File: src/ctrl_pkg.sv
/*
 * opcode groups and arguments, command byte union,
 * default panel and brightness sizes
 */
package ctrl_pkg;

    // default panel geometry
    localparam int default_row_bits = 3;
    localparam int default_col_bits = 3;
    localparam int default_brightness_levels = 6;

    // opcode groups, anything else is dropped
    localparam logic [3:0] grp_colour = 4'd1;
    localparam logic [3:0] grp_bright = 4'd2;
    localparam logic [3:0] grp_multi = 4'd3;

    // colour group: arg[0] enable, arg[2:1] channel
    localparam logic [1:0] chan_ignored = 2'd3;

    // brightness group, 1..levels toggles bit (levels - arg)
    localparam logic [3:0] bright_zero = 4'd0;
    localparam logic [3:0] bright_all = 4'd9;

    // multi-byte commands
    localparam logic [3:0] multi_readbright = 4'd0;
    localparam logic [3:0] multi_blank = 4'd1;
    localparam logic [3:0] multi_fill = 4'd2;
    localparam logic [3:0] multi_pixel = 4'd3;

    typedef struct packed {
        logic [3:0] group;
        logic [3:0] arg;
    } cmd_fields_t;

    // decoder reads fields, units read raw
    typedef union packed {
        logic [7:0] raw;
        cmd_fields_t fields;
    } cmd_byte_u;

endpackage
File: src/cmd_unit_if.sv
/*
 * decoder to command unit link: start, argument bytes,
 * RAM write and done
 */
`timescale 1ns/1ns

interface cmd_unit_if #(
    parameter int addr_bits = 7
);
    logic start;
    logic arg_valid;
    logic [7:0] arg_data;
    logic arg_ready;
    logic we;
    logic [addr_bits-1:0] addr;
    logic [7:0] wdata;
    logic done;

    modport ctrl (
        output start,
        output arg_valid,
        output arg_data,
        input arg_ready,
        input we,
        input addr,
        input wdata,
        input done
    );

    modport unit (
        input start,
        input arg_valid,
        input arg_data,
        output arg_ready,
        output we,
        output addr,
        output wdata,
        output done
    );

endinterface

File: src/led_panel_ctrl.sv
/*
 * LED panel command controller top: decoder, sweeper, pixel writer
 */
`timescale 1ns/1ns

module led_panel_ctrl #(
    parameter int row_bits = ctrl_pkg::default_row_bits,
    parameter int col_bits = ctrl_pkg::default_col_bits,
    parameter int brightness_levels = ctrl_pkg::default_brightness_levels
) (
    input logic clk_in,
    input logic reset,
    input logic [7:0] data,
    input logic data_valid,
    output logic ready,
    output logic busy,
    output logic [2:0] rgb_enable,
    output logic [brightness_levels-1:0] brightness_enable,
    output logic ram_we,
    output logic [row_bits+col_bits:0] ram_addr,
    output logic [7:0] ram_wdata
);

    logic sweep_blank;

    cmd_unit_if #(.addr_bits(row_bits + col_bits + 1)) sweep_if ();
    cmd_unit_if #(.addr_bits(row_bits + col_bits + 1)) pixel_if ();

    cmd_decoder #(
        .row_bits(row_bits),
        .col_bits(col_bits),
        .brightness_levels(brightness_levels)
    ) decoder_i (
        .clk_in(clk_in),
        .reset(reset),
        .data(data),
        .data_valid(data_valid),
        .ready(ready),
        .busy(busy),
        .rgb_enable(rgb_enable),
        .brightness_enable(brightness_enable),
        .ram_we(ram_we),
        .ram_addr(ram_addr),
        .ram_wdata(ram_wdata),
        .sweep_blank(sweep_blank),
        .sweep(sweep_if.ctrl),
        .pixel(pixel_if.ctrl)
    );

    panel_sweeper #(
        .row_bits(row_bits),
        .col_bits(col_bits)
    ) sweeper_i (
        .clk_in(clk_in),
        .reset(reset),
        .blank(sweep_blank),
        .unit(sweep_if.unit)
    );

    pixel_writer #(
        .row_bits(row_bits),
        .col_bits(col_bits)
    ) pixel_i (
        .clk_in(clk_in),
        .reset(reset),
        .unit(pixel_if.unit)
    );

endmodule

File: src/pixel_writer.sv
/*
 * single pixel write unit: row, column and two colour bytes
 */
`timescale 1ns/1ns

module pixel_writer #(
    parameter int row_bits = 3,
    parameter int col_bits = 3
) (
    input logic clk_in,
    input logic reset,
    cmd_unit_if.unit unit
);

    typedef enum logic [1:0] {
        px_idle,
        px_args,
        px_wr_lo,
        px_wr_hi
    } state_t;

    state_t state;
    logic [1:0] arg_cnt;
    logic [row_bits-1:0] row;
    logic [col_bits-1:0] col;
    logic [7:0] colour_lo;
    logic [7:0] colour_hi;
    logic writing;

    assign writing = (state == px_wr_lo) || (state == px_wr_hi);

    assign unit.arg_ready = (state == px_args);
    assign unit.we = writing;
    assign unit.addr = {row, col, (state == px_wr_hi)};
    assign unit.wdata = (state == px_wr_hi) ? colour_hi : colour_lo;
    assign unit.done = (state == px_wr_hi);

    always_ff @(posedge clk_in) begin
        if (reset) begin
            state <= px_idle;
            arg_cnt <= 2'd0;
        end else begin
            case (state)
                px_idle: begin
                    arg_cnt <= 2'd0;
                    if (unit.start) begin
                        state <= px_args;
                    end
                end
                px_args: begin
                    if (unit.arg_valid) begin
                        arg_cnt <= arg_cnt + 2'd1;
                        if (arg_cnt == 2'd3) begin
                            state <= px_wr_lo;
                        end
                    end
                end
                px_wr_lo: state <= px_wr_hi;
                px_wr_hi: state <= px_idle;
                default: state <= px_idle;
            endcase
        end
    end

    // row, column, then colour bytes
    always_ff @(posedge clk_in) begin
        if (state == px_args && unit.arg_valid) begin
            case (arg_cnt)
                2'd0: row <= unit.arg_data[row_bits-1:0];
                2'd1: col <= unit.arg_data[col_bits-1:0];
                2'd2: colour_lo <= unit.arg_data;
                default: colour_hi <= unit.arg_data;
            endcase
        end
    end

    a_no_arg_in_write: assert property (
        @(posedge clk_in) disable iff (reset) writing |-> !unit.arg_valid
    );

endmodule

File: src/panel_sweeper.sv
/*
 * blank and fill unit, writes the whole frame RAM in order
 */
`timescale 1ns/1ns

module panel_sweeper #(
    parameter int row_bits = 3,
    parameter int col_bits = 3
) (
    input logic clk_in,
    input logic reset,
    input logic blank,
    cmd_unit_if.unit unit
);

    localparam int addr_bits = row_bits + col_bits + 1;

    typedef enum logic [1:0] {
        sw_idle,
        sw_args,
        sw_run
    } state_t;

    state_t state;
    logic second_arg;
    logic [addr_bits-1:0] addr_cnt;
    logic [7:0] colour_lo;
    logic [7:0] colour_hi;

    assign unit.arg_ready = (state == sw_args);
    assign unit.we = (state == sw_run);
    assign unit.addr = addr_cnt;
    // odd byte select takes the second colour byte
    assign unit.wdata = addr_cnt[0] ? colour_hi : colour_lo;
    assign unit.done = (state == sw_run) && (&addr_cnt);

    always_ff @(posedge clk_in) begin
        if (reset) begin
            state <= sw_idle;
            second_arg <= 1'b0;
            addr_cnt <= '0;
        end else begin
            case (state)
                sw_idle: begin
                    addr_cnt <= '0;
                    second_arg <= 1'b0;
                    if (unit.start) begin
                        state <= blank ? sw_run : sw_args;
                    end
                end
                sw_args: begin
                    if (unit.arg_valid) begin
                        second_arg <= 1'b1;
                        if (second_arg) begin
                            state <= sw_run;
                        end
                    end
                end
                sw_run: begin
                    addr_cnt <= addr_cnt + 1'b1;
                    if (unit.done) begin
                        state <= sw_idle;
                    end
                end
                default: state <= sw_idle;
            endcase
        end
    end

    // colour bytes, cleared for blank
    always_ff @(posedge clk_in) begin
        if (state == sw_idle && unit.start && blank) begin
            colour_lo <= 8'h00;
            colour_hi <= 8'h00;
        end else if (state == sw_args && unit.arg_valid) begin
            if (second_arg) begin
                colour_hi <= unit.arg_data;
            end else begin
                colour_lo <= unit.arg_data;
            end
        end
    end

    a_no_restart: assert property (
        @(posedge clk_in) disable iff (reset) unit.start |-> (state == sw_idle)
    );

endmodule

File: src/cmd_decoder.sv
/*
 * opcode decoder with colour and brightness registers,
 * argument routing to the units and RAM write mux
 */
`timescale 1ns/1ns

module cmd_decoder #(
    parameter int row_bits = 3,
    parameter int col_bits = 3,
    parameter int brightness_levels = 6
) (
    input logic clk_in,
    input logic reset,
    input ctrl_pkg::cmd_byte_u data,
    input logic data_valid,
    output logic ready,
    output logic busy,
    output logic [2:0] rgb_enable,
    output logic [brightness_levels-1:0] brightness_enable,
    output logic ram_we,
    output logic [row_bits+col_bits:0] ram_addr,
    output logic [7:0] ram_wdata,
    output logic sweep_blank,
    cmd_unit_if.ctrl sweep,
    cmd_unit_if.ctrl pixel
);

    typedef enum logic [1:0] {
        st_idle,
        st_readbright,
        st_sweep,
        st_pixel
    } state_t;

    state_t state;
    logic accept;
    logic sweep_start;
    logic pixel_start;

    assign accept = data_valid && ready;
    assign busy = (state != st_idle);

    assign sweep.start = sweep_start;
    assign sweep.arg_data = data.raw;
    assign sweep.arg_valid = data_valid && sweep.arg_ready && (state == st_sweep);

    assign pixel.start = pixel_start;
    assign pixel.arg_data = data.raw;
    assign pixel.arg_valid = data_valid && pixel.arg_ready && (state == st_pixel);

    always_ff @(posedge clk_in) begin
        if (reset) begin
            state <= st_idle;
            rgb_enable <= 3'b111;
            brightness_enable <= '1;
            sweep_start <= 1'b0;
            pixel_start <= 1'b0;
        end else begin
            sweep_start <= 1'b0;
            pixel_start <= 1'b0;
            case (state)
                st_idle: begin
                    if (accept) begin
                        case (data.fields.group)
                            ctrl_pkg::grp_colour: begin
                                if (data.fields.arg[2:1] != ctrl_pkg::chan_ignored) begin
                                    rgb_enable[data.fields.arg[2:1]] <= data.fields.arg[0];
                                end
                            end
                            ctrl_pkg::grp_bright: begin
                                if (data.fields.arg == ctrl_pkg::bright_zero) begin
                                    brightness_enable <= '0;
                                end else if (data.fields.arg == ctrl_pkg::bright_all) begin
                                    brightness_enable <= '1;
                                end else if (int'(data.fields.arg) <= brightness_levels) begin
                                    // arg 1 is the top bit
                                    brightness_enable[brightness_levels - data.fields.arg] <=
                                        ~brightness_enable[brightness_levels - data.fields.arg];
                                end
                            end
                            ctrl_pkg::grp_multi: begin
                                case (data.fields.arg)
                                    ctrl_pkg::multi_readbright: state <= st_readbright;
                                    ctrl_pkg::multi_blank, ctrl_pkg::multi_fill: begin
                                        state <= st_sweep;
                                        sweep_start <= 1'b1;
                                    end
                                    ctrl_pkg::multi_pixel: begin
                                        state <= st_pixel;
                                        pixel_start <= 1'b1;
                                    end
                                    default: ;
                                endcase
                            end
                            default: ;
                        endcase
                    end
                end
                st_readbright: begin
                    if (accept) begin
                        brightness_enable <= data.raw[brightness_levels-1:0];
                        state <= st_idle;
                    end
                end
                st_sweep: begin
                    if (sweep.done) begin
                        state <= st_idle;
                    end
                end
                st_pixel: begin
                    if (pixel.done) begin
                        state <= st_idle;
                    end
                end
                default: state <= st_idle;
            endcase
        end
    end

    // mode for the sweeper to latch on start
    always_ff @(posedge clk_in) begin
        if (state == st_idle && accept) begin
            sweep_blank <= (data.fields.arg == ctrl_pkg::multi_blank);
        end
    end

    always_comb begin
        ready = 1'b1;
        ram_we = 1'b0;
        ram_addr = '0;
        ram_wdata = 8'h00;
        case (state)
            st_sweep: begin
                ready = sweep.arg_ready;
                ram_we = sweep.we;
                ram_addr = sweep.addr;
                ram_wdata = sweep.wdata;
            end
            st_pixel: begin
                ready = pixel.arg_ready;
                ram_we = pixel.we;
                ram_addr = pixel.addr;
                ram_wdata = pixel.wdata;
            end
            default: ;
        endcase
    end

    a_we_only_busy: assert property (
        @(posedge clk_in) disable iff (reset) (sweep.we || pixel.we) |-> busy
    );

    a_one_writer: assert property (
        @(posedge clk_in) disable iff (reset) !(sweep.we && pixel.we)
    );

endmodule

File: config.mk
export PLATFORM = sky130hd
export DESIGN_NAME = led_panel_ctrl
export DESIGN_NICKNAME = d
export VERILOG_FILES = /design/src/ctrl_pkg.sv /design/src/cmd_unit_if.sv /design/src/led_panel_ctrl.sv /design/src/pixel_writer.sv /design/src/panel_sweeper.sv /design/src/cmd_decoder.sv
export SDC_FILE = /design/constraint.sdc
export NUM_CORES = 1
export LEC_CHECK = 0
export BUFFER_PORTS_ARGS = -buffer_cell sky130_fd_sc_hd__buf_2
export CAP_MARGIN = 20
export CORE_AREA = 2 2 111 81
export CTS_CLUSTER_DIAMETER = 60
export CTS_CLUSTER_SIZE = 10
export DETAILED_ROUTE_END_ITERATION = 12
export DIE_AREA = 0 0 113 83
export SLEW_MARGIN = 20
export SYNTH_ARGS = -nofsm -noshare
export SYNTH_HDL_FRONTEND = slang
export SYNTH_SLANG_ARGS = --single-unit
File: constraint.sdc
create_clock -name clk_in -period 3.3 [get_ports clk_in]
set_clock_uncertainty 0.05 [all_clocks]
set_input_delay 0.165 -clock clk_in [delete_from_list [all_inputs] [get_ports clk_in]]
set_output_delay 0.165 -clock clk_in [all_outputs]
set_load 0.05 [all_outputs]
==> run summary, run 1 <==
Number of max-cap violations: 0
I/O pins: 38
Die area: 0.00938 sq mm
Clock power frac: 0.504
Number of global-route vias before repair: 2664
DRT iter0 DRCs: 178
Clock tree buffer depth: 2
Top post-synthesis cells by count: 44 x nor2_1, 43 x dfxtp_1, 30 x mux2i_1
Setup TNS: 0 ns
Most common cell in the netlist: nor2_1
Layout cells sized above 1: 0.176
Critical Path Source Type: register
Cell row count: 28
Fin cells: 508
Synth Cell Area: 0.00350 sq mm
VDD IR max: 0.000283 V
Worst EP arrival: 2.59 ns
Worst reg-to-reg setup slack: 0.92 ns
Routed len/inst: 16.5 microns
Final Slew Violations: 0
Vias after detailed routing: 2773
Leak: 1.79 nW
Reg2Reg Depth: 5
Root Buffer: clkbuf_16
Residual DRC: 0
Port-buffer cells: 37
Worst rel slew slack: 0.404
Worst Slack Setup Final: 0.922 ns
Worst Path Required: 3.51 ns
Sequential share of power: 0.429
Post-CTS Setup Bufs: 0
Sequential cell area fraction in the yosys report: 0.443
CTS Sinks: 66
Fin. Hold Viols: 0
Syn-to-layout area delta: 15.8%
RSZ-0062 raised after global routing: no
Worst r2r src: decoder_i.state[1]
Design Area, Final: 0.00406 sq mm
Crit Path Max Fanout: 28
Post-CTS Resized: 0
Period utilization: 0.720
H-tree Lvls: 3
Final ANT Viol Nets: 0
N_diodes: 0
Fill cell total of the finished layout: 782
Total GRT Usage: 0.189
First-pass GRT wire length: 13.8 mm
Inst Count DP: 492
Pwr/cell area: 490 mW/mm^2
Final core utilization: 0.491
Setup CP Type: reg2reg
Final setup violation count: 0
Chip Width: 113 microns
Syn_area_per_cell: 9.52 sq um
Clock buffer count from CTS: 9
Final #Nets: 423
Via density: 5.46
Placer Congestion: 0.841
Synth top area share: 0.246
Net Sw Power: 0.441 mW
Largest net degree at the start of global routing: 31
Worst-margin pin slew: 0.892 ns
Die H: 83 microns
Tot Pwr: 1.99 mW
Crit Reg-Reg Endpoint: decoder_i.brightness_enable[0]
Crit path to: decoder_i.brightness_enable[0]
Post-Syn Nets: 393
Post-synth top area cell: dfxtp_1
Switching part of the total: 0.222
TritonCTS clock tree: built
Max Freq: 0.421 GHz
Pre-CTS WS: 0.964 ns
Drt pass-1 iters: 4
Routed wire length: 8.40 mm
EDFF count, synth: 23
Initial antenna violation count: 0
Hold Crit Class: in2reg
Pint: 1.55 mW
Clock slew at reported path FFs: 0.05 ns
Cell variety after synth: 53
Fraction of registers with async set/reset: 0
Number of synthesis warnings: 0
Placed Area: 0.00375 sq mm
Combinational Power Share: 0.067
Worst hold slack: 0.0668 ns
Tmin final: 2.38 ns
Clk_lat worst skew: 0.34 ns
Crit. Startpoint: decoder_i.state[1]
CP endpoint kind: register
Core Region: 0.00827 sq mm
Synth Instances: 368
Number of hold buffers added after cts: 0
HPWL after DPL: 5.67 mm
Ys flop type: dfxtp_1
Starting Density: 0.424
Min-Delay Startpoint: data[7]
Synthesized flop and latch total: 66
Total grt overflow: 0
Status: finished, final reports clean
Synth area leaders: dfxtp_1 25%, edfxtp_1 20%, mux2i_1 8.6%
-- sequential cells by signal, summed over array words and instances, names as in the netlist, 2 cells and up --
name and count:
decoder_i.state 2, sweeper_i.unit.addr 7, pixel_i.colour_hi 8, decoder_i.brightness_enable 6
sweeper_i.colour_lo 8, pixel_i.row 3, sweeper_i.state 2, pixel_i.colour_lo 8
sweeper_i.colour_hi 8, pixel_i.arg_cnt 2, pixel_i.state 2, decoder_i.rgb_enable 3
pixel_i.col 3
-- worst max-delay path, stage by stage (launching register included) --
cell,delay [ns]
dfxtp_1,0.90
nand2b_2,0.31
o21ai_0,0.15
a2111oi_2,0.54
a222oi_1,0.17
a21oi_1,0.18
-- logic make-up (layout without fill, tap and decap cells) --
logic type | Yosys count | count (layout) | share of synthesized area
compound gates | 81 | 81 | 0.158
xor+xnor | 1 | 1 | 0.00250
fa+ha+maj | 14 | 14 | 0.0500
buf+inv | 36 | 71 | 0.0436
flops | 66 | 66 | 0.443
mux | 39 | 39 | 0.115
simple gates | 131 | 131 | 0.189
-- cell usage in the layout (no fill, tap or decap), types with 2 or more instances in the layout --
master,n
nand3b_1,2
o21ai_0,14
dfxtp_1,43
o211a_1,9
buf_4,3
a22oi_1,8
clkbuf_16,9
nor3b_1,4
buf_2,37
ha_1,14
nand2b_1,3
mux2i_1,30
nor3_1,12
bufinv_16,2
and2_1,4
or2_2,2
a21oi_1,26
a31oi_1,5
edfxtp_1,23
nand4_1,3
nand3_1,8
and3_1,3
a21o_1,3
o311ai_0,2
a21boi_0,2
clkinv_2,2
inv_1,15
nor2b_1,11
mux2_2,9
nor2_1,44
nand2_1,26
-- how the worst min path moves through the flow --
stage                     cells past startpoint                   end  slack, ns
final                                         1  pixel_i.colour_lo[7]       0.07
after global routing                          1  pixel_i.colour_lo[7]       0.07
after CTS                                     1  pixel_i.colour_lo[7]       0.05
after detailed placement                      1  pixel_i.colour_lo[7]       0.40
after global placement                        1  pixel_i.colour_lo[7]       0.39
after floorplan                               0        pixel_i.col[0]       0.21
-- power by group through the flow --
| stage | clock network [mW] | logic [mW] | registers, mW |
|---|---|---|---|
| after floorplan | 0 | 0.0866 | 0.870 |
| after global placement | 0 | 0.131 | 0.869 |
| after detailed placement | 0 | 0.132 | 0.869 |
| after CTS | 1.02 | 0.133 | 0.852 |
| after global routing | 1.07 | 0.149 | 0.852 |
| final | 1.00 | 0.133 | 0.852 |
-- layout make-up --
cell class | count | area, sq um | area share
clock buffer | 10 | 229 | 0.0564
multi-input combinational | 266 | 1800 | 0.444
inverter | 15 | 56.3 | 0.0139
timing repair buffer | 40 | 208 | 0.0512
tap | 105 | 131 | 0.0324
sequential | 66 | 1550 | 0.382
clock inverter | 6 | 81.3 | 0.0200
-- layer usage --
metal | GRT usage | vias up | wire [microns]
li1 | - | 1389 | -
met1 | 0.272 | 1327 | 4410
met2 | 0.263 | 48 | 3500
met3 | 0.0591 | 9 | 359
met4 | 0.0698 | 0 | 128
met5 | 0 | - | 0
Note: power is estimated with default switching activity, not from simulation.
==> run 2, diff against run 1 <==
Settings changed: ABC_AREA set to 1.
Clock period 3.3 ns to 2 ns, I/O delays scaled along.
==> run summary, run 2 <==
Pint: 2.51 mW
Switching part of the total: 0.246
Crit Reg-Reg Endpoint: pixel_i.state[0]
Worst Slack Setup Final: 0.115 ns
Critical Path, Cell by Cell: inv_2, nand2_2, clkinvlp_4, buf_4, nand2_1, nand2_1, buf_2
Setup CP Type: reg2out
Synth Area in Adders: 0.0504
Tmin final: 1.89 ns
Total GRT Usage: 0.202
Synth Cell Area: 0.00347 sq mm
Post-Synth Simple-Gate Area: 0.286
Final setup violation count: 0
Synth Instances: 458
Sequential share of power: 0.427
First-pass GRT wire length: 14.8 mm
Root Buffer: clkbuf_16
CP top delay family: buffers and inverters
Post-synth top area cell: dfxtp_1
Number of global-route vias before repair: 2943
Post-Syn Nets: 483
Combinational Power Share: 0.097
Worst path slowest cell: dfxtp_1
Crit path to: ram_addr[1]
CP endpoint kind: primary output
Most common cell in the netlist: nand2_1
Max Freq: 0.530 GHz
Chip Width: 113 microns
Net Sw Power: 0.819 mW
Worst rel slew slack: 0.759
Fill cell total of the finished layout: 818
Routed wire length on met3: 509 microns
Multiplexer share of the synthesized area: 0
Final #Nets: 534
Final ANT Viol Nets: 0
Worst Path Required: 1.85 ns
Top post-synthesis cells by count: 126 x nand2_1, 50 x nor2_1, 49 x inv_1
Die area: 0.00938 sq mm
Violated checks: DRC
Buf+Inv Stages, Crit Path: 4
Most common cell after layout, fill and taps aside: nand2_1
Clock power frac: 0.476
Final core utilization: 0.504
Detail Route met2 WL: 3.91 mm
Die H: 83 microns
Layout cells sized above 1: 0.163
Synth area leaders: dfxtp_1 25%, edfxtp_1 20%, nand2_1 14%
Clock buffer count from CTS: 9
Syn_area_per_cell: 7.58 sq um
Compound-Gate Fraction of Synth Area: 0.140
Post-Synth XOR/XNOR Area: 0
Worst-margin pin slew: 0.362 ns
Crit. Startpoint: decoder_i.state[0]
Pre-CTS WS: 0.275 ns
Clk_lat worst skew: 0.33 ns
M1 WL: 4.49 mm
Max Used Layer: met4
RSZ-0062 raised after global routing: yes
HPWL after DPL: 6.45 mm
Number of max-cap violations: 0
VDD IR max: 0.000484 V
Clock tree buffer depth: 2
Largest family of logic cells by synthesized area: simple AND/OR/NAND/NOR gates
Via density: 5.03
Port-buffer cells: 37
Sequential cell area fraction in the yosys report: 0.447
Synth top area share: 0.248
Hold Crit Class: in2reg
Fraction of registers with async set/reset: 0
Reg2Reg Depth: 10
Residual DRC: 1
Final Slew Violations: 0
Fin. Hold Viols: 0
Routed wire length: 8.98 mm
Number of synthesis warnings: 0
Worst hold slack: 0.0398 ns
Critical Path Source Type: register
CP peak stage delay: 0.40 ns
Vias after detailed routing: 3116
Core Region: 0.00827 sq mm
DRT iter0 DRCs: 174
H-tree Lvls: 3
Placer Congestion: 0.928
EDFF count, synth: 23
Largest net degree at the start of global routing: 18
Syn-to-layout area delta: 19.9%
CTS Sinks: 66
Worst r2r src: pixel_i.state[1]
Setup TNS: 0 ns
Initial antenna violation count: 0
Commonest non-fill, non-tap cells in the layout: 126 x nand2_1, 50 x nor2_1, 47 x inv_1, 43 x dfxtp_1, 35 x buf_2
Leak: 1.83 nW
Crit Path Max Fanout: 12
Fin cells: 619
N_diodes: 0
Total grt overflow: 0
Clock slew at reported path FFs: 0.06 ns
Inst Count DP: 599
Worst EP arrival: 1.74 ns
Cell variety after synth: 28
Ys flop type: dfxtp_1
Critical path depth in cells: 7
Routed len/inst: 14.5 microns
Period utilization: 0.943
I/O pins: 38
Pwr/cell area: 800 mW/mm^2
TritonCTS clock tree: built
Drt pass-1 iters: 9
Status: finished with violations
Cell row count: 28
Crit path top cell by count: nand2_1
Synthesized flop and latch total: 66
Worst reg-to-reg setup slack: 0.28 ns
Starting Density: 0.420
-- run 2: changes by cell type after synthesis, moves of 9 or more --
cell      delta
nand2_1    +100
o211a_1      -9
nand3_1     +24
mux2_2       -9
o211ai_1     +9
nor2b_1     -11
inv_1       +34
mux2i_1     -30
o21ai_0     +15
-- run 2: layer usage --
layer	vias up	track usage
li1	1615	-
met1	1431	0.283
met2	64	0.303
met3	6	0.0628
met4	0	0.0488
met5	-	0
-- run 2: cell type report --
| type | instances | area [sq um] | area share |
|---|---|---|---|
| tap | 105 | 131 | 0.0315 |
| clock buffer | 12 | 246 | 0.0592 |
| inverter | 53 | 206 | 0.0496 |
| sequential | 66 | 1550 | 0.372 |
| clock inverter | 4 | 52.6 | 0.0126 |
| multi-input combinational | 326 | 1660 | 0.398 |
| timing repair buffer | 53 | 318 | 0.0763 |
-- run 2: cell families (layout without fill, tap and decap cells) --
| group | Yosys count | in the layout |
|---|---|---|
| adders and majority gates | 14 | 14 |
| DFF | 66 | 66 |
| buffers and inverters | 66 | 122 |
| AOI/OAI and AO/OA | 80 | 80 |
| and+or+nand+nor | 232 | 232 |
-- run 2: worst min path at each step --
stage / slack (ns) / depth (start not counted) / endpoint / from
2_1_floorplan: 0.15 / 0 / pixel_i.col[0] / data[0]
3_3_place_gp: 0.30 / 1 / pixel_i.colour_hi[6] / data[6]
3_5_place_dp: 0.30 / 1 / pixel_i.colour_lo[6] / data[6]
4_1_cts: 0.02 / 1 / pixel_i.colour_lo[4] / data[4]
5_1_grt: 0.04 / 1 / pixel_i.colour_hi[4] / data[4]
6_report: 0.04 / 1 / pixel_i.colour_hi[4] / data[4]
-- run 2: timing repair --
action | in CTS | in global routing
setup buffers | 0 | 1
cloned | 0 | 0
resized for setup | 2 | 3
hold buffers | 3 | 0
endpoints found under the hold margin | 9 | 0
setup endpoints to repair | 8 | 6
-- run 2: through the flow --
stage               total power, mW  cell area (sq um)
finish                         3.33               4170
global route                   3.47               4170
CTS                            3.37               4150
detailed placement             1.77               3810
global placement               1.77               3810
floorplan                      1.67               3470
-- run 2: power by group through the flow --
stage                     logic (mW)  clock network [mW]  registers (mW)
after floorplan                0.216                   0            1.45
after global placement         0.315                   0            1.45
after detailed placement       0.316                   0            1.45
after CTS                      0.323                1.63            1.42
after global routing           0.366                1.68            1.43
final                          0.322                1.59            1.42
==> run 3, diff against run 2 <==
Clock period 2 ns to 1.8 ns, I/O delays scaled along.
==> run summary, run 3 (synthesis results as in run 2) <==
Syn-to-layout area delta: 24.2%
CTS Sinks: 66
Tot Pwr: 3.79 mW
Number of global-route vias before repair: 2943
Hold Crit Class: in2reg
Port-buffer cells: 37
Starting Density: 0.420
Layer with the highest usage: met1
Layout cells sized above 1: 0.208
Commonest non-fill, non-tap cells in the layout: 124 x nand2_1, 48 x nor2_1, 47 x inv_1, 40 x dfxtp_1, 32 x nand3_1
Most common cell after layout, fill and taps aside: nand2_1
Via density: 5.06
Critical Path, Cell by Cell: inv_1, ha_4, inv_1, buf_4, a22oi_1, buf_4
Worst-margin pin slew: 0.371 ns
Clock slew at reported path FFs: 0.06 ns
Placed Area: 0.00389 sq mm
Final setup violation count: 0
Clock buffer count from CTS: 9
Setup TNS: 0 ns
Period utilization: 0.951
Worst rel slew slack: 0.752
Die H: 83 microns
VDD IR max: 0.000498 V
Final Slew Violations: 0
Number of max-cap violations: 0
Status: finished with violations
Core Region: 0.00827 sq mm
Critical Path Source Type: register
M2 GR Usage: 0.295
Final ANT Viol Nets: 0
Routed wire length: 9.30 mm
Worst EP arrival: 1.57 ns
Largest net degree at the start of global routing: 18
GRT met1 Usage: 0.295
Placer Congestion: 0.920
Design Area, Final: 0.00432 sq mm
CP endpoint kind: primary output
Setup CP Type: reg2out
Clk_lat worst skew: 0.34 ns
Root Buffer: clkbuf_16
HPWL after DPL: 6.53 mm
DRT iter0 DRCs: 190
CP peak stage delay: 0.33 ns
TritonCTS clock tree: built
I/O pins: 38
RSZ-0062 raised after global routing: no
Final #Nets: 545
Violated checks: DRC
Fill cell total of the finished layout: 789
First-pass GRT wire length: 14.9 mm
Leak: 1.87 nW
Total GRT Usage: 0.205
Die area: 0.00938 sq mm
Max Freq: 0.584 GHz
Pwr/cell area: 879 mW/mm^2
Met3 usage: 0.0701
Vias after detailed routing: 3186
Tmin final: 1.71 ns
Drt pass-1 iters: 9
Clock tree buffer depth: 2
Residual DRC: 3
Cell row count: 28
Worst path slowest cell: dfxtp_1
Routed len/inst: 14.8 microns
Initial antenna violation count: 0
Chip Width: 113 microns
Fin. Hold Viols: 0
Total grt overflow: 0
N_diodes: 0
Worst Path Required: 1.66 ns
Crit Path Max Fanout: 3
H-tree Lvls: 3
==> run 3: worst max-delay path, delay by kind of cell (launching register included) <==
family / cells / cell delay (ns)
fa+ha+maj: 1 / 0.16
buf+inv: 4 / 0.55
flops: 1 / 0.33
compound gates: 1 / 0.20
==> run 3: timing repair <==
| action | 4_1_cts | 5_1_grt |
|---|---|---|
| cloned | 0 | 2 |
| resized for setup | 9 | 25 |
| hold buffers | 2 | 0 |
| endpoints found under the setup margin | 10 | 36 |
| buffers inserted | 0 | 1 |
| endpoints found under the hold margin | 8 | 0 |
| pin swaps | 0 | 0 |
==> run 3: power breakdown <==
part	internal [mW]	total [mW]	switching [mW]
clock	1.10	1.78	0.688
combinational	0.148	0.419	0.271
sequential	1.57	1.59	0.0231
total	2.81	3.79	0.982
==> run 3: final cells by class <==
cell class | count | area [sq um] | area share
clock inverter | 4 | 30.0 | 0.00696
multi-input combinational | 326 | 1690 | 0.391
clock buffer | 12 | 278 | 0.0644
timing repair buffer | 62 | 414 | 0.0960
sequential | 66 | 1560 | 0.360
tap | 105 | 131 | 0.0304
timing repair inverter | 2 | 12.5 | 0.00290
inverter | 53 | 206 | 0.0478
==> run 3: metal layers <==
metal | up-vias | part of all wire
met5 | - | 0
met4 | 0 | 0.0086
met3 | 7 | 0.066
met2 | 80 | 0.43
met1 | 1455 | 0.49
li1 | 1644 | -
==> run 3: final timing paths <==
| check | startpoint | to | cells after the start | slack (ns) |
|---|---|---|---|---|
| worst max-delay path | pixel_i.state[1] | ready | 6 | 0.09 |
| worst min-delay path | data[0] | pixel_i.col[0] | 1 | 0.005 |
| worst max register to register | decoder_i.state[0] | sweeper_i.colour_lo[1] | 8 | 0.14 |
| worst min register to register | sweeper_i.colour_lo[6] | sweeper_i.colour_lo[6] | 2 | 0.41 |
==> run 3: through the flow <==
stage	setup slack (ns)	hold WS, ns	util	std cells
global route	0.000447	0.00948	0.522	630
CTS	0.00120	0.00553	0.512	627
detailed placement	0.120	0.301	0.470	609
finish	0.0876	0.00504	0.522	630
global placement	0.136	0.287	0.470	609
floorplan	0.00682	0.139	-	458
